==> config.mk <==
export PLATFORM = sky130hd
export DESIGN_NAME = uart_cmd_top
export DESIGN_NICKNAME = d
export VERILOG_FILES = /design/src/source/uart_line_pkg.sv /design/src/source/uart_cmd_pkg.sv /design/src/source/uart_cmd_top.sv /design/src/source/uart_cmd_ctrl.sv /design/src/source/uart_rx_frame.sv /design/src/source/uart_tx_frame.sv
export SDC_FILE = /design/constraint.sdc
export NUM_CORES = 1
export LEC_CHECK = 0
export ABC_AREA = 1
export BUFFER_PORTS_ARGS = -buffer_cell sky130_fd_sc_hd__clkbuf_2
export CAP_MARGIN = 20
export CORE_ASPECT_RATIO = 1.25
export CORE_MARGIN = 3
export CORE_UTILIZATION = 30
export DETAILED_ROUTE_END_ITERATION = 8
export GPL_ROUTABILITY_DRIVEN = 0
export PLACE_DENSITY = 0.5
export SYNTH_ARGS = -nofsm -noshare
export SYNTH_HDL_FRONTEND = slang
export SYNTH_SLANG_ARGS = --single-unit
export TNS_END_PERCENT = 10
==> constraint.sdc <==
create_clock -name clk -period 6.6 [get_ports clk]
set_input_delay 1.65 -clock clk [delete_from_list [all_inputs] [get_ports clk]]
set_output_delay 1.65 -clock clk [all_outputs]
set_load 0.02 [all_outputs]
==> src/source/uart_line_pkg.sv <==
package uart_line_pkg;

  // Serial line timing and framing.
  localparam int BAUD_DIV         = 434;  // Clock cycles per bit.
  localparam int DATA_BITS        = 8;
  localparam int FRAME_BITS       = 11;   // Start, data, parity and stop.

  // Idle cycles between the two frames of a write.
  localparam int GAP_CYCLES       = 100;

  // Bit times to wait for the start of a read response.
  localparam int RSP_TIMEOUT_BITS = 32;

  // Payload of one frame, sent LSB first.
  typedef logic [DATA_BITS-1:0] line_byte_t;

endpackage
==> src/source/uart_cmd_pkg.sv <==
package uart_cmd_pkg;

  // Host register command, wr is bit 15.
  typedef struct packed {
    logic       wr;    // 1 for write, 0 for read.
    logic [6:0] addr;
    logic [7:0] data;  // Ignored on reads.
  } cmd_t;

  // Result of a read as seen by the host.
  typedef struct packed {
    uart_line_pkg::line_byte_t data;
    logic                      parity_err;
    logic                      stop_err;
    logic                      timeout;  // No response, data is zero.
  } rsp_t;

endpackage

==> src/source/uart_cmd_top.sv <==
`timescale 1ns/1ps

module uart_cmd_top #(
  parameter int BAUD_DIV = uart_line_pkg::BAUD_DIV
) (
  input  logic               clk,
  input  logic               rst_n,
  input  uart_cmd_pkg::cmd_t cmd,
  input  logic               cmd_vld,
  output logic               cmd_rdy,
  output uart_cmd_pkg::rsp_t read_rsp,
  output logic               read_rdy,
  input  logic               rx,
  output logic               tx
);

  import uart_line_pkg::*;

  logic       tx_start;
  line_byte_t tx_byte;
  logic       tx_done;
  logic       rx_arm;
  logic       rx_busy;
  logic       rx_done;
  line_byte_t rx_byte;
  logic       rx_parity_err;
  logic       rx_stop_err;

  uart_cmd_ctrl #(.BAUD_DIV(BAUD_DIV)) uart_cmd_ctrl_i (
    .clk, .rst_n, .cmd, .cmd_vld, .cmd_rdy, .read_rsp, .read_rdy,
    .tx_start, .tx_byte, .tx_done,
    .rx_arm, .rx_busy, .rx_done, .rx_byte, .rx_parity_err, .rx_stop_err
  );

  uart_tx_frame #(.BAUD_DIV(BAUD_DIV)) uart_tx_frame_i (
    .clk, .rst_n, .tx_start, .tx_byte, .tx, .tx_done
  );

  uart_rx_frame #(.BAUD_DIV(BAUD_DIV)) uart_rx_frame_i (
    .clk, .rst_n, .rx, .rx_arm, .rx_busy, .rx_done,
    .rx_byte, .rx_parity_err, .rx_stop_err
  );

endmodule

==> src/source/uart_cmd_ctrl.sv <==
`timescale 1ns/1ps

module uart_cmd_ctrl #(
  parameter int BAUD_DIV = uart_line_pkg::BAUD_DIV
) (
  input  logic                      clk,
  input  logic                      rst_n,
  input  uart_cmd_pkg::cmd_t        cmd,
  input  logic                      cmd_vld,
  output logic                      cmd_rdy,
  output uart_cmd_pkg::rsp_t        read_rsp,
  output logic                      read_rdy,
  output logic                      tx_start,
  output uart_line_pkg::line_byte_t tx_byte,
  input  logic                      tx_done,
  output logic                      rx_arm,
  input  logic                      rx_busy,
  input  logic                      rx_done,
  input  uart_line_pkg::line_byte_t rx_byte,
  input  logic                      rx_parity_err,
  input  logic                      rx_stop_err
);

  import uart_line_pkg::*;
  import uart_cmd_pkg::*;

  localparam int TMO_CYCLES = RSP_TIMEOUT_BITS * BAUD_DIV;
  localparam int TMO_W      = $clog2(TMO_CYCLES);
  localparam int GAP_W      = $clog2(GAP_CYCLES);

  typedef enum logic [2:0] {IDLE, SEND_HI, GAP, SEND_LO, WAIT_RSP, REPORT} state_t;

  state_t           state;
  cmd_t             cmd_q;
  logic [GAP_W-1:0] gap_cnt;
  logic [TMO_W-1:0] tmo_cnt;
  logic             accept;
  logic             tmo_hit;

  // REPORT already frees the host for the next command.
  assign cmd_rdy  = (state == IDLE) || (state == REPORT);
  assign read_rdy = (state == REPORT);
  assign rx_arm   = (state == WAIT_RSP);
  assign accept   = cmd_rdy && cmd_vld;
  assign tmo_hit  = rx_arm && !rx_busy && (tmo_cnt == TMO_W'(TMO_CYCLES - 1));

  always_ff @(posedge clk or negedge rst_n)
  begin
    if (!rst_n)
    begin
      state    <= IDLE;
      tx_start <= 1'b0;
      gap_cnt  <= '0;
      tmo_cnt  <= '0;
    end
    else
    begin
      tx_start <= 1'b0;
      case (state)
        IDLE, REPORT:
        begin
          if (accept)
          begin
            state    <= SEND_HI;
            tx_start <= 1'b1;
          end
          else
            state <= IDLE;
        end
        SEND_HI:
        begin
          if (tx_done && cmd_q.wr)
          begin
            state   <= GAP;
            gap_cnt <= '0;
          end
          else if (tx_done)
          begin
            state   <= WAIT_RSP;
            tmo_cnt <= '0;
          end
        end
        GAP:
        begin
          if (gap_cnt == GAP_W'(GAP_CYCLES - 1))
          begin
            state    <= SEND_LO;
            tx_start <= 1'b1;
          end
          else
            gap_cnt <= gap_cnt + 1'b1;
        end
        SEND_LO:
          if (tx_done)
            state <= IDLE;
        WAIT_RSP:
        begin
          if (rx_done || tmo_hit)
            state <= REPORT;
          else if (rx_busy)
            tmo_cnt <= '0;  // Rearm after a false start.
          else
            tmo_cnt <= tmo_cnt + 1'b1;
        end
        default:
          state <= IDLE;
      endcase
    end
  end

  always_ff @(posedge clk)
  begin
    if (accept)
    begin
      cmd_q   <= cmd;
      tx_byte <= {cmd.wr, cmd.addr};
    end
    else if (state == GAP)
      tx_byte <= cmd_q.data;
    if (rx_arm && rx_done)
      read_rsp <= '{data: rx_byte, parity_err: rx_parity_err,
                    stop_err: rx_stop_err, timeout: 1'b0};
    else if (tmo_hit)
      read_rsp <= '{data: '0, parity_err: 1'b0, stop_err: 1'b0, timeout: 1'b1};
  end

endmodule

==> src/source/uart_rx_frame.sv <==
`timescale 1ns/1ps

module uart_rx_frame #(
  parameter int BAUD_DIV = uart_line_pkg::BAUD_DIV
) (
  input  logic                      clk,
  input  logic                      rst_n,
  input  logic                      rx,
  input  logic                      rx_arm,
  output logic                      rx_busy,
  output logic                      rx_done,
  output uart_line_pkg::line_byte_t rx_byte,
  output logic                      rx_parity_err,
  output logic                      rx_stop_err
);

  import uart_line_pkg::*;

  localparam int CNT_W = $clog2(BAUD_DIV);
  localparam int IDX_W = $clog2(FRAME_BITS);

  logic [1:0]       rx_sync;
  logic             rx_s;
  logic [CNT_W-1:0] baud_cnt;
  logic [IDX_W-1:0] bit_idx;  // 0 is the start bit.
  logic             par_q;
  logic             sample;

  assign rx_s   = rx_sync[1];
  assign sample = rx_busy && (baud_cnt == '0);  // Mid-bit.

  always_ff @(posedge clk or negedge rst_n)
  begin
    if (!rst_n)
      rx_sync <= 2'b11;
    else
      rx_sync <= {rx_sync[0], rx};
  end

  always_ff @(posedge clk or negedge rst_n)
  begin
    if (!rst_n)
    begin
      rx_busy       <= 1'b0;
      rx_done       <= 1'b0;
      baud_cnt      <= '0;
      bit_idx       <= '0;
      rx_parity_err <= 1'b0;
      rx_stop_err   <= 1'b0;
    end
    else
    begin
      rx_done <= 1'b0;
      if (!rx_busy)
      begin
        if (rx_arm && !rx_s)
        begin
          // Line fell, wait half a bit to confirm the start.
          rx_busy  <= 1'b1;
          baud_cnt <= CNT_W'(BAUD_DIV / 2 - 1);
          bit_idx  <= '0;
        end
      end
      else if (baud_cnt != '0)
        baud_cnt <= baud_cnt - 1'b1;
      else
      begin
        baud_cnt <= CNT_W'(BAUD_DIV - 1);
        bit_idx  <= bit_idx + 1'b1;
        if (bit_idx == '0 && rx_s)
          rx_busy <= 1'b0;  // False start.
        else if (bit_idx == IDX_W'(FRAME_BITS - 1))
        begin
          rx_busy       <= 1'b0;
          rx_done       <= 1'b1;
          rx_stop_err   <= !rx_s;
          rx_parity_err <= (par_q != ~^rx_byte);
        end
      end
    end
  end

  always_ff @(posedge clk)
  begin
    if (sample && bit_idx >= IDX_W'(1) && bit_idx <= IDX_W'(DATA_BITS))
      rx_byte <= {rx_s, rx_byte[DATA_BITS-1:1]};  // LSB arrives first.
    if (sample && bit_idx == IDX_W'(DATA_BITS + 1))
      par_q <= rx_s;
  end

endmodule

==> src/source/uart_tx_frame.sv <==
`timescale 1ns/1ps

module uart_tx_frame #(
  parameter int BAUD_DIV = uart_line_pkg::BAUD_DIV
) (
  input  logic                      clk,
  input  logic                      rst_n,
  input  logic                      tx_start,
  input  uart_line_pkg::line_byte_t tx_byte,
  output logic                      tx,
  output logic                      tx_done
);

  import uart_line_pkg::*;

  localparam int CNT_W = $clog2(BAUD_DIV);
  localparam int IDX_W = $clog2(FRAME_BITS);

  logic                  busy;
  logic [CNT_W-1:0]      baud_cnt;  // Counts down to the end of a bit.
  logic [IDX_W-1:0]      bit_idx;
  logic [FRAME_BITS-2:0] shift_q;   // Data, parity and stop still to go.

  always_ff @(posedge clk or negedge rst_n)
  begin
    if (!rst_n)
    begin
      busy     <= 1'b0;
      baud_cnt <= '0;
      bit_idx  <= '0;
      tx       <= 1'b1;
      tx_done  <= 1'b0;
    end
    else
    begin
      tx_done <= 1'b0;
      if (!busy)
      begin
        if (tx_start)
        begin
          busy     <= 1'b1;
          baud_cnt <= CNT_W'(BAUD_DIV - 1);
          bit_idx  <= '0;
          tx       <= 1'b0;  // Start bit.
        end
      end
      else if (baud_cnt != '0)
        baud_cnt <= baud_cnt - 1'b1;
      else if (bit_idx == IDX_W'(FRAME_BITS - 1))
      begin
        // Stop bit done, line stays high.
        busy    <= 1'b0;
        tx_done <= 1'b1;
      end
      else
      begin
        baud_cnt <= CNT_W'(BAUD_DIV - 1);
        bit_idx  <= bit_idx + 1'b1;
        tx       <= shift_q[0];
      end
    end
  end

  // Odd parity: XNOR of the data bits.
  always_ff @(posedge clk)
  begin
    if (!busy && tx_start)
      shift_q <= {1'b1, ~^tx_byte, tx_byte};
    else if (busy && baud_cnt == '0)
      shift_q <= {1'b1, shift_q[FRAME_BITS-2:1]};
  end

endmodule

; ---- Word-level counts from Yosys, hierarchy flattened
; Index checks and enable logic that the tools add are counted.
[op_classes]
add_sub_neg = 6
order_cmp = 2
eq_ne = 24
mux = 58
bitwise = 2
reduce_logical = 41
[op_table]
columns = cell, count
row1 = two-way mux 9 bit, 9
row2 = two-way mux 14 bit, 4
row3 = two-way mux 4 bit, 7
row4 = case mux 14 bit (2 select lines), 1
row5 = two-way mux 1 bit, 23
row6 = two-way mux 11 bit, 2
row7 = zero test 9 bit, 2
row8 = nonzero test 9 bit, 2
row9 = subtractor 9 x 1 -> 9 bit (second input constant), 2
row10 = two-way mux 8 bit, 2
row11 = XNOR reduction 8 bit, 2
row12 = two-way mux 3 bit, 5
row13 = case mux 3 bit (5 select lines), 1
row14 = adder 14 x 1 -> 14 bit (second input constant), 1
row15 = == test 14 bit (second input constant), 1
row16 = two-way mux 7 bit, 2
row17 = != test 2 bit (second input constant), 7
row18 = case mux 7 bit (2 select lines), 1
row19 = nonzero test 2 bit, 7
row20 = logical AND 1 bit, 13
row21 = == test 4 bit (second input constant), 3
row22 = AND reduction 4 bit, 3
row23 = adder 4 x 1 -> 4 bit (second input constant), 2
row24 = != test 2 x 1 -> 1 bit (second input constant), 4
row25 = 19 further kinds, 27
[word_totals]
regBits = 106
input_bits = 20
output_inout_bits = 14
elab_cells = 159

; ---- Depth between registers and ports, before layout
; Gate-level depths: netlist of the first run.
[depth]
ltp_word = 6
mapped_depth = 11
mapped_depth_nobuf = 11

; ---- Cells and area by module
; A second synthesis of the first run with hierarchy kept.
[hier_totals]
cells_unflattened = 660
area_unflattened_um2 = 5606.6
[modules_own_cells]
columns = mod, instances, cells_per_inst, area_per_inst_um2, seq_area_each_um2
row1 = uart_cmd_ctrl, 1, 328, 2738.9, 1456.4
row2 = uart_tx_frame, 1, 177, 1463.9, 671.9
row3 = uart_rx_frame, 1, 155, 1403.8, 748.2

; ---- Worst setup path before layout of the first run
; No wires, ideal clock.
[synth_timing]
kind = register to output
start = register uart_cmd_ctrl_i.state[2]
end = output cmd_rdy
arrival_time_ns = 1.012
required_ns = 4.950
path_slack_ns = 3.938
stages_incl_launch_ff = 4
n_path_buf = 0
cell_sequence = dfrtp_1 inv_1 nand2_1 a21oi_1
[synth_via]
elab_chain_cells = 2
word_cells_on_any_way = 3
classes_between = eq/ne: 1 / reduce/logical: 2
[synth_lines]
columns = element, line_no
row1 = "start, declared", uart_cmd_ctrl.sv:33  ; state_t state;
row2 = "start signal, assigned", uart_cmd_ctrl.sv:51  ; state <= IDLE;
row3 = "start signal, assigned", uart_cmd_ctrl.sv:64  ; state <= SEND_HI;
row4 = "start signal, assigned", uart_cmd_ctrl.sv:68  ; state <= IDLE;
row5 = == test 3 bit or zero test 3 bit (tied branches), uart_cmd_ctrl.sv:41  ; assign cmd_rdy = (state == IDLE) || (state == REPORT);
row6 = logical OR 1 bit (*), uart_cmd_ctrl.sv:41
row7 = "end, declared", uart_cmd_top.sv:10  ; output logic cmd_rdy,
; Mark *: on every way between the ends. The rest lies on a longest branch, timed or not.

; ---- Worst setup path in the final report of the first run
; Ends and elaborated chain as after synthesis.

==> results of run 1 <==
final cells by class:
| class | instances | share of cell area, % |
|---|---|---|
| repair buffers | 34 | 2.86 |
| flip-flops and latches | 106 | 47.7 |
| multi-input cells | 419 | 35.1 |
| clock buffers | 10 | 3.80 |
| well taps | 220 | 4.57 |
| clock inverters | 6 | 1.22 |
| inverters | 76 | 4.77 |
layout by cell type, fill, tap and decap left out, types with 2 or more instances in the layout:
master                         n
sky130_fd_sc_hd__a21boi_0      2
sky130_fd_sc_hd__a21oi_1       5
sky130_fd_sc_hd__clkbuf_16     9
sky130_fd_sc_hd__clkbuf_2     33
sky130_fd_sc_hd__clkinvlp_4    2
sky130_fd_sc_hd__dfrtp_1      57
sky130_fd_sc_hd__dfstp_2       3
sky130_fd_sc_hd__edfxtp_1     45
sky130_fd_sc_hd__ha_1         10
sky130_fd_sc_hd__inv_1        67
sky130_fd_sc_hd__inv_2         8
sky130_fd_sc_hd__nand2_1     191
sky130_fd_sc_hd__nand2_2       3
sky130_fd_sc_hd__nand2_4       4
sky130_fd_sc_hd__nand3_1      42
sky130_fd_sc_hd__nand3_4       2
sky130_fd_sc_hd__nand3b_1      3
sky130_fd_sc_hd__nand4_1      16
sky130_fd_sc_hd__nor2_1       55
sky130_fd_sc_hd__nor2_2        5
sky130_fd_sc_hd__nor2_4        3
sky130_fd_sc_hd__nor3_1        7
sky130_fd_sc_hd__o21ai_0      20
sky130_fd_sc_hd__o21ai_1      11
sky130_fd_sc_hd__o21ai_2       3
sky130_fd_sc_hd__o21bai_1      2
sky130_fd_sc_hd__o22ai_1       5
sky130_fd_sc_hd__or2_2         3
sky130_fd_sc_hd__xnor2_1      10
sky130_fd_sc_hd__xor2_1       14
state kept, by name, summed over array words and instances, names as in the netlist:
signal	count
uart_tx_frame_i.baud_cnt	9
uart_cmd_ctrl_i.tx_byte	8
uart_rx_frame_i.par_q	1
uart_cmd_ctrl_i.tmo_cnt	14
uart_cmd_ctrl_i.tx_start	1
uart_cmd_ctrl_i.read_rsp	11
uart_rx_frame_i.rx_stop_err	1
uart_tx_frame_i.tx	1
uart_tx_frame_i.busy	1
uart_rx_frame_i.rx_byte	8
uart_rx_frame_i.rx_done	1
uart_cmd_ctrl_i.cmd_q	9
uart_rx_frame_i.rx_busy	1
uart_tx_frame_i.shift_q	9
uart_rx_frame_i.baud_cnt	9
uart_cmd_ctrl_i.gap_cnt	7
uart_rx_frame_i.bit_idx	4
uart_cmd_ctrl_i.state	3
uart_tx_frame_i.tx_done	1
uart_tx_frame_i.bit_idx	4
uart_rx_frame_i.rx_parity_err	1
uart_rx_frame_i.rx_sync	2
report_power, final:
part	switching, mW	total (mW)	internal (mW)
clock network	0.249	0.548	0.299
registers	0.000485	0.685	0.685
logic	0.00974	0.0143	0.00457
total	0.259	1.25	0.989
per-layer routing:
metal	part of all wire [%]	GRT usage (%)	vias up
met1	44	14.1	1877
met4	1.2	4.03	0
met3	3.6	2.78	11
met2	51	19.6	55
met5	0	0	-
li1	-	-	2035
how the worst max path moves through the flow:
stage	start	end	slack, ns	depth (start not counted)
5_1_grt	uart_cmd_ctrl_i.state[1]	cmd_rdy	3.44	4
3_3_place_gp	cmd_vld	uart_cmd_ctrl_i.tx_byte[7]	3.94	5
2_1_floorplan	uart_cmd_ctrl_i.state[2]	cmd_rdy	3.94	3
3_5_place_dp	cmd_vld	uart_cmd_ctrl_i.tx_byte[2]	3.89	5
6_report	uart_cmd_ctrl_i.state[2]	cmd_rdy	3.54	4
4_1_cts	uart_cmd_ctrl_i.state[2]	cmd_rdy	3.53	4
kinds of logic after synthesis:
group,count (synthesis)
AND/OR/NAND/NOR,335
flip-flops,106
buffers and inverters,83
AO/OA/AOI/OAI,50
XOR/XNOR,24
adder cells (fa/ha/maj),10
through the flow:
stage / cells / hold slack (ns) / setup WS (ns)
4_1_cts: 871 / 0.368 / 3.53
3_5_place_dp: 855 / 0.356 / 3.89
2_1_floorplan: 608 / 0.345 / 3.94
6_report: 871 / 0.365 / 3.54
5_1_grt: 871 / 0.365 / 3.44
3_3_place_gp: 855 / 0.347 / 3.94
worst max-delay path: cells and delay by family, from the launching register on:
family | cells | cell delay (ns)
DFF | 1 | 0.44
buffers and inverters | 2 | 0.32
AOI/OAI and AO/OA | 1 | 0.20
and+or+nand+nor | 1 | 0.11
==> flow_summary.rst, run 1 <==
.. list-table::
   :header-rows: 1

   * - Metric
     - Value
   * - Post-detailed-route count of antenna-violating nets
     - 0
   * - YS warnings
     - 0
   * - Required time of the critical path
     - 4.95 ns
   * - RSZ-0062 raised after global routing
     - no
   * - Buffer cell driving the clock tree root
     - sky130_fd_sc_hd__clkbuf_16
   * - Number of iterations in the first detailed-routing pass
     - 4
   * - Hold crit path type
     - reg2reg
   * - Final Hold Vio Count
     - 0
   * - Clock insertion delay at the later pin of the skew report
     - 0.35 ns
   * - Remaining DRCs
     - 0
   * - Worst hold endpoint
     - uart_rx_frame_i.rx_sync[1]
   * - Number of buffers inserted by port buffering
     - 33
   * - Register bit total from synthesis
     - 106
   * - Worst setup skew after layout
     - 0.00685 ns
   * - Cell at the slowest stage of the critical path
     - sky130_fd_sc_hd__dfrtp_1
   * - Post-synthesis share of cell area spent on and, or, nand and nor gates
     - 27.9%
   * - Count of filler cells inserted in the layout
     - 1721
   * - Result of the run
     - finished clean
   * - Clock-pin slew reported for the worst setup and hold paths after clock tree synthesis
     - 0.07 ns
   * - Area growth from synthesis to final layout
     - 13.3%
   * - Maximum fanout count along the critical path
     - 4
   * - Top flip-flop cell by instance count after synthesis
     - sky130_fd_sc_hd__dfrtp_1
   * - Pleak
     - 2.69 nW
   * - Starting utilization of the core area
     - 31.1%
   * - Share of synthesized area occupied by flip-flops and latches
     - 54.0%
   * - Routed via count divided by cell count
     - 4.57
   * - Drt initial violations
     - 243
   * - Overflow after GRT
     - 0
   * - # Post-CTS Setup Buffers
     - 0
   * - Total number of nets in the final design
     - 676
   * - Xor/xnor share of the synthesized area
     - 3.95%
   * - Nets in the synthesized netlist
     - 638
   * - Worst relative slew slack
     - 29.3%
   * - Most numerous cell types in the synthesized netlist
     - sky130_fd_sc_hd__nand2_1 (191), sky130_fd_sc_hd__inv_1 (67), sky130_fd_sc_hd__dfrtp_1 (57)
   * - Diodes inserted
     - 0
   * - Number of buffers inserted during clock tree synthesis
     - 9
   * - Share of synthesized area spent on multiplexers
     - 0%
   * - Reg2reg path depth
     - 8
   * - Max-cap viol count
     - 0
   * - Post-DR wirelength/cell
     - 12.0 um
   * - PwrDens
     - 207 nW/um2
   * - Global-route wire length before repair
     - 18300 um
   * - Core outline area
     - 17100 um2
   * - Combinational family with the most area after synthesis
     - simple AND/OR/NAND/NOR gates
   * - Vias after detailed routing
     - 3978
   * - Area fraction of the dominant cell type after synthesis
     - 26.8%
   * - Setup slack on the worst flop-to-flop path
     - 3.98 ns
   * - Critical path class
     - reg2out
   * - Mean cell area of the mapped netlist
     - 8.75 um2
   * - CTS sink cnt
     - 106
   * - Post-cts repair resize count
     - 0
   * - Worst Setup Start Kind
     - flop
   * - Fraction of the cycle the final worst path needs
     - 46.3%
   * - H-tree lvl count
     - 3
   * - Async set-or-reset flop fraction in the synthesized netlist
     - 56.6%
   * - Critical R2R Capture
     - uart_rx_frame_i.rx_byte[7]
   * - Area of all placed cells without fillers
     - 6030 um2
   * - Library cells used by synthesis
     - 36
   * - Area occupied by registers
     - 2880 um2
   * - Leading post-synthesis cells by cell area
     - sky130_fd_sc_hd__dfrtp_1 (27%), sky130_fd_sc_hd__edfxtp_1 (25%), sky130_fd_sc_hd__nand2_1 (13%)
   * - Site row count
     - 53
   * - Layout Utilization
     - 35.2%
   * - Count of endpoints failing setup in the final report
     - 0
   * - Boundary pin count
     - 34
   * - Hold path start
     - uart_rx_frame_i.rx_sync[0]
   * - Number of pins with negative max-slew slack in the final report
     - 0
   * - Floorplan die width
     - 125 um
   * - Total power
     - 1.25 mW
   * - Initial antenna violation count
     - 0
   * - Depth of the worst hold-timing path
     - 0
   * - Area of combinational cells with multiple inputs
     - 2110 um2
   * - Post-cts hold buffer count
     - 0
   * - Layout cell share with drive strength beyond 1
     - 13.2%
   * - Minimum clock period after layout
     - 3.06 ns
   * - TritonCTS clock tree
     - built
   * - Post-synthesis cell type with the largest combined area
     - sky130_fd_sc_hd__dfrtp_1
   * - Arrival time of data at the critical path endpoint
     - 1.41 ns
   * - Compound-cell area share of the yosys netlist
     - 5.50%
   * - Post-synthesis instance area
     - 5320 um2
   * - Cells along the critical path
     - inv_1, nand2_1, a21oi_1, clkbuf_2
   * - Die Area
     - 19400 um2
   * - Fraction of the mapped netlist area in adder cells
     - 2.35%
   * - Peak VDD IR
     - 0.111 mV
   * - Pin count of the biggest net entering global routing
     - 61
   * - Clock Tree Buf Depth
     - 2
   * - Number of synthesized flops with an enable pin
     - 45
   * - Die Y
     - 155 um
   * - Maximum cell stage delay along the critical path
     - 0.44 ns
   * - Dpl hpwl
     - 7880 um
   * - Sum of negative setup slack
     - 0 ns
   * - Vias in the first global route
     - 3933
   * - Total wire length after detailed routing
     - 10500 um
   * - Critical Path Sink Type
     - output pin
   * - Post-Syn Instances
     - 608
   * - Total global-route track usage
     - 11.4%
   * - Instance area at placement
     - 5730 um2
   * - Worst Tran Pin Value
     - 1.05 ns
   * - Reg2Reg Launch Point
     - uart_rx_frame_i.baud_cnt[0]
   * - Peak clock frequency supported by timing
     - 327 MHz
   * - Most instantiated library cell after synthesis
     - sky130_fd_sc_hd__nand2_1
No activity file was read; power rests on OpenSTA's default activity.
==> run 2: changes to the inputs <==
- clock period: 6.6 -> 3.1 ns (I/O delays scaled with it)
==> flow_summary.rst, run 2 (synthesis results as in run 1) <==
.. list-table::
   :header-rows: 1

   * - Metric
     - Value
   * - CTS sink cnt
     - 106
   * - Hold crit path type
     - in2async
   * - Number of buffers inserted by port buffering
     - 33
   * - Vias after detailed routing
     - 3976
   * - Clock Tree Buf Depth
     - 2
   * - Remaining DRCs
     - 0
   * - Drt initial violations
     - 270
   * - PwrDens
     - 441 nW/um2
   * - Die Y
     - 155 um
   * - Peak VDD IR
     - 0.246 mV
   * - Site row count
     - 53
   * - Starting utilization of the core area
     - 31.1%
   * - Routed via count divided by cell count
     - 4.55
   * - Arrival time of data at the critical path endpoint
     - 1.43 ns
   * - Area of all placed cells without fillers
     - 6060 um2
   * - Minimum clock period after layout
     - 2.21 ns
   * - Die Area
     - 19400 um2
   * - Vias in the first global route
     - 4037
   * - Total global-route track usage
     - 11.6%
   * - Leading cell type in the layout, fill and taps excluded
     - sky130_fd_sc_hd__nand2_1
   * - Worst Tran Pin Value
     - 0.473 ns
   * - Pleak
     - 2.71 nW
   * - Post-cts hold buffer count
     - 0
   * - Critical Path Sink Type
     - output pin
   * - Max-cap viol count
     - 0
   * - Clock insertion delay at the later pin of the skew report
     - 0.35 ns
   * - Worst relative slew slack
     - 68.3%
   * - TritonCTS clock tree
     - built
   * - Final Hold Vio Count
     - 0
   * - H-tree lvl count
     - 3
   * - Number of buffers inserted during clock tree synthesis
     - 9
   * - Overflow after GRT
     - 0
   * - RSZ-0062 raised after global routing
     - no
   * - Fraction of the cycle the final worst path needs
     - 71.3%
   * - Largest Register
     - uart_cmd_ctrl_i.tmo_cnt
   * - Sum of negative setup slack
     - 0 ns
   * - Count of endpoints failing setup in the final report
     - 0
   * - Required time of the critical path
     - 2.32 ns
   * - Setup slack on the worst flop-to-flop path
     - 1.05 ns
   * - Count of placed standard cells in the final layout, fillers left out
     - 873
   * - Global-route wire length before repair
     - 18600 um
   * - Pin count of the biggest net entering global routing
     - 34
   * - Most used cells in the layout excluding fill and tap cells
     - sky130_fd_sc_hd__nand2_1 (191), sky130_fd_sc_hd__inv_1 (67), sky130_fd_sc_hd__dfrtp_1 (57), sky130_fd_sc_hd__nor2_1 (55), sky130_fd_sc_hd__edfxtp_1 (45)
   * - Post-cts repair resize count
     - 0
   * - Instance area at placement
     - 5750 um2
   * - Clock-pin slew reported for the worst setup and hold paths after clock tree synthesis
     - 0.08 ns
   * - Instance count after placement with tap cells included
     - 857
   * - Largest registers
     - uart_cmd_ctrl_i.tmo_cnt x14, uart_cmd_ctrl_i.read_rsp x11
   * - Worst setup skew after layout
     - 0.00898 ns
   * - Diodes inserted
     - 0
   * - Number of iterations in the first detailed-routing pass
     - 4
   * - Post-detailed-route count of antenna-violating nets
     - 0
   * - Maximum fanout count along the critical path
     - 5
   * - Dpl hpwl
     - 8080 um
   * - Total wire length after detailed routing
     - 10600 um
   * - Worst Setup Start Kind
     - flop
   * - Count of filler cells inserted in the layout
     - 1762
   * - Critical path class
     - reg2out
   * - Number of pins with negative max-slew slack in the final report
     - 0
   * - # Post-CTS Setup Buffers
     - 0
   * - Peak clock frequency supported by timing
     - 453 MHz
   * - Number of flip-flops in the largest register
     - 14
   * - Area growth from synthesis to final layout
     - 13.8%
   * - Boundary pin count
     - 34
   * - Post-DR wirelength/cell
     - 12.2 um
   * - Total number of nets in the final design
     - 678
   * - Layout cell share with drive strength beyond 1
     - 13.5%
   * - Buffer cell driving the clock tree root
     - sky130_fd_sc_hd__clkbuf_16
   * - Floorplan die width
     - 125 um
   * - Result of the run
     - finished clean
   * - Worst hold slack across all endpoints
     - 0.267 ns
   * - Initial antenna violation count
     - 0
   * - Core outline area
     - 17100 um2
[run 2: cell type report]
type / count / area [um2] / share of cell area (%)
Tap cell: 220 / 275 / 4.54
Inverter: 76 / 288 / 4.75
Multi-Input combinational cell: 419 / 2110 / 34.9
Timing Repair Buffer: 36 / 200 / 3.31
Clock buffer: 11 / 243 / 4.01
Clock inverter: 5 / 61.3 / 1.01
Sequential cell: 106 / 2880 / 47.5
[run 2: routing by layer]
metal | vias to the layer above | global-route usage [%] | part of all wire (%)
met3 | 14 | 2.58 | 2.2
met1 | 1892 | 13.8 | 45
met2 | 34 | 20.7 | 51
li1 | 2036 | - | -
met5 | - | 0 | 0
met4 | 0 | 3.77 | 1.5
[run 2: worst max-delay path, cell delays in order, from the launching register on]
cell                       delay [ns]
sky130_fd_sc_hd__dfrtp_1         0.43
sky130_fd_sc_hd__inv_1           0.13
sky130_fd_sc_hd__nand3_1         0.11
sky130_fd_sc_hd__a21oi_1         0.20
sky130_fd_sc_hd__clkbuf_2        0.21
[run 2: worst paths after layout]
path	end	from	depth (start not counted)
worst min register to register	uart_rx_frame_i.rx_sync[1]	uart_rx_frame_i.rx_sync[0]	0
max in group asynchronous	uart_cmd_ctrl_i.tmo_cnt[13]	rst_n	2
worst max register to register	uart_rx_frame_i.rx_byte[7]	uart_rx_frame_i.baud_cnt[0]	9
worst min-delay path	uart_tx_frame_i.bit_idx[2]	rst_n	1
min in group clk	uart_rx_frame_i.rx_sync[1]	uart_rx_frame_i.rx_sync[0]	0
worst max-delay path	cmd_rdy	uart_cmd_ctrl_i.state[1]	4
[run 2: metrics by stage]
step	setup WS [ns]	power (mW)	utilization, %
after floorplan	0.888	1.49	-
after global placement	1.14	1.52	33.6
after detailed placement	1.07	1.52	33.6
after CTS	0.851	2.71	35.4
after global routing	0.778	2.78	35.4
final	0.890	2.67	35.4
[run 2: power breakdown]
part | leakage, nW | switching [mW] | internal (mW)
registers | 1.17 | 0.00102 | 1.46
logic | 1.39 | 0.0207 | 0.0122
clock network | 0.151 | 0.525 | 0.655
==> run 3: changes to the inputs <==
- clock period: 3.1 -> 2.2 ns (I/O delays scaled with it)
==> flow_summary.rst, run 3 (synthesis results as in run 1) <==
.. list-table::
   :header-rows: 1

   * - Metric
     - Value
   * - Result of the run
     - finished clean
   * - Total global-route track usage
     - 11.9%
   * - Total wire length after detailed routing
     - 10800 um
   * - Core outline area
     - 17100 um2
   * - Number of iterations in the first detailed-routing pass
     - 4
   * - Clock-pin slew reported for the worst setup and hold paths after clock tree synthesis
     - 0.07 ns
   * - Hold crit path type
     - in2async
   * - RSZ-0062 raised after global routing
     - no
   * - Clock Tree Buf Depth
     - 2
   * - Vias after detailed routing
     - 3988
   * - Power share of the clock group
     - 44.8%
   * - Area occupied by registers
     - 2880 um2
   * - Area growth from synthesis to final layout
     - 14.1%
   * - Number of flip-flops in the largest register
     - 14
   * - Floorplan die width
     - 125 um
   * - Vias in the first global route
     - 4046
   * - Most used cells in the layout excluding fill and tap cells
     - sky130_fd_sc_hd__nand2_1 (190), sky130_fd_sc_hd__inv_1 (67), sky130_fd_sc_hd__dfrtp_1 (57), sky130_fd_sc_hd__nor2_1 (55), sky130_fd_sc_hd__edfxtp_1 (45)
   * - Starting utilization of the core area
     - 31.1%
   * - Minimum clock period after layout
     - 2.03 ns
   * - Largest registers
     - uart_cmd_ctrl_i.tmo_cnt x14, uart_cmd_ctrl_i.read_rsp x11
   * - Area of all placed cells without fillers
     - 6070 um2
   * - Layout cell share with drive strength beyond 1
     - 13.5%
   * - Worst Tran Pin Value
     - 0.494 ns
   * - Worst Setup Start Kind
     - flop
   * - Routed via count divided by cell count
     - 4.57
   * - Overflow after GRT
     - 0
   * - Fraction of power consumed by combinational cells
     - 1.2%
   * - Clock insertion delay at the later pin of the skew report
     - 0.35 ns
   * - Buffer cell driving the clock tree root
     - sky130_fd_sc_hd__clkbuf_16
   * - # Post-CTS Setup Buffers
     - 0
   * - Arrival time of data at the critical path endpoint
     - 1.48 ns
   * - Site row count
     - 53
   * - Leading cell type in the layout, fill and taps excluded
     - sky130_fd_sc_hd__nand2_1
   * - Critical Path Sink Type
     - output pin
   * - Peak VDD IR
     - 0.375 mV
   * - Dpl hpwl
     - 8080 um
   * - Remaining DRCs
     - 0
   * - Number of buffers inserted by port buffering
     - 33
   * - Pleak
     - 2.71 nW
   * - Worst hold slack across all endpoints
     - 0.0363 ns
   * - Critical path class
     - reg2out
   * - Count of filler cells inserted in the layout
     - 1746
   * - Worst setup skew after layout
     - 0.00630 ns
   * - PwrDens
     - 627 nW/um2
   * - Switching power as a share of total power
     - 19.5%
   * - Die Area
     - 19400 um2
   * - Die Y
     - 155 um
   * - Count of endpoints failing setup in the final report
     - 0
   * - Initial antenna violation count
     - 0
   * - Pin count of the biggest net entering global routing
     - 55
   * - Sum of negative setup slack
     - 0 ns
   * - TritonCTS clock tree
     - built
   * - Worst relative slew slack
     - 66.9%
   * - Largest Register
     - uart_cmd_ctrl_i.tmo_cnt
   * - Net switching power
     - 0.744 mW
   * - Post-DR wirelength/cell
     - 12.4 um
   * - Area of combinational cells with multiple inputs
     - 2120 um2
   * - Boundary pin count
     - 34
   * - Instance area at placement
     - 5760 um2
   * - Fraction of the cycle the final worst path needs
     - 92.1%
   * - Peak clock frequency supported by timing
     - 493 MHz
   * - Total number of nets in the final design
     - 678
   * - Global-route wire length before repair
     - 18900 um
   * - CTS sink cnt
     - 106
   * - Final Hold Vio Count
     - 0
   * - Max-cap viol count
     - 0
   * - Maximum fanout count along the critical path
     - 5
   * - Diodes inserted
     - 0
   * - Number of buffers inserted during clock tree synthesis
     - 9
   * - Int Power
     - 3.06 mW
   * - Seq pwr share
     - 54.0%
   * - Post-detailed-route count of antenna-violating nets
     - 0
   * - Drt initial violations
     - 299
   * - H-tree lvl count
     - 3
   * - Number of pins with negative max-slew slack in the final report
     - 0
   * - Required time of the critical path
     - 1.65 ns
[run 3: changes by cell type in the layout (fill, tap and decap cells not counted)]
cell	before	now
sky130_fd_sc_hd__clkbuf_8	1	0
sky130_fd_sc_hd__nor3_2	0	1
sky130_fd_sc_hd__clkinv_1	0	2
sky130_fd_sc_hd__clkinv_4	1	0
sky130_fd_sc_hd__nand2_2	3	4
sky130_fd_sc_hd__bufinv_16	1	2
sky130_fd_sc_hd__nand2_1	191	190
sky130_fd_sc_hd__inv_6	2	1
sky130_fd_sc_hd__nor3_1	7	6
[run 3: stage by stage]
stage | setup WS, ns | instances | power [mW] | util, %
floorplan | 0.237 | 608 | 2.10 | -
global placement | 0.294 | 857 | 2.14 | 33.7
detailed placement | 0.208 | 857 | 2.15 | 33.7
CTS | 0.127 | 873 | 3.88 | 35.5
global route | 0.0124 | 873 | 3.96 | 35.5
finish | 0.173 | 873 | 3.81 | 35.5
[run 3: path summary, 6_finish.rpt]
kind / endpoint / depth (start not counted) / start / slack [ns]
max: cmd_rdy / 4 / uart_cmd_ctrl_i.state[1] / 0.17
min: uart_tx_frame_i.baud_cnt[8] / 1 / rst_n / 0.04
max reg2reg: uart_rx_frame_i.rx_byte[4] / 9 / uart_rx_frame_i.baud_cnt[0] / 0.26
min reg2reg: uart_rx_frame_i.rx_sync[1] / 0 / uart_rx_frame_i.rx_sync[0] / 0.36
max in group asynchronous: uart_rx_frame_i.rx_sync[1] / 2 / rst_n / 1.56
min in group clk: uart_rx_frame_i.rx_sync[0] / 1 / rx / 0.28
[run 3: worst max-delay path, stage by stage (launching register included)]
cell and delay [ns]:
sky130_fd_sc_hd__dfrtp_1 0.44, sky130_fd_sc_hd__inv_1 0.14, sky130_fd_sc_hd__nand3_1 0.11, sky130_fd_sc_hd__a21oi_1 0.21, sky130_fd_sc_hd__clkbuf_2 0.23
[run 3: layer usage]
layer / global-route usage [%] / share of wire [%] / vias to the layer above
met5: 0 / 0 / -
met4: 4.70 / 1.8 / 0
met3: 2.51 / 2.7 / 14
met2: 20.7 / 51 / 41
met1: 14.3 / 44 / 1894
li1: - / - / 2039
[run 3: power by group through the flow]
stage | registers, mW | clock network [mW] | logic, mW
floorplan | 2.10 | 0 | 0.00165
global placement | 2.10 | 0 | 0.0472
detailed placement | 2.10 | 0 | 0.0485
CTS | 2.06 | 1.77 | 0.0486
global route | 2.06 | 1.85 | 0.0531
finish | 2.06 | 1.71 | 0.0450
[run 3: area by class of cell]
class,count,share of cell area (%)
tap,220,4.53
sequential,106,47.4
inverter,76,4.74
multi-input combinational,419,34.9
clock buffer,10,3.77
clock inverter,6,1.34
timing repair buffer,36,3.30
[run 3: repair_timing]
action | CTS | global route
setup endpoints to repair | 0 | 8
gates resized for setup | 0 | 1
endpoints found under the hold margin | 0 | 0
hold buffers | 0 | 0
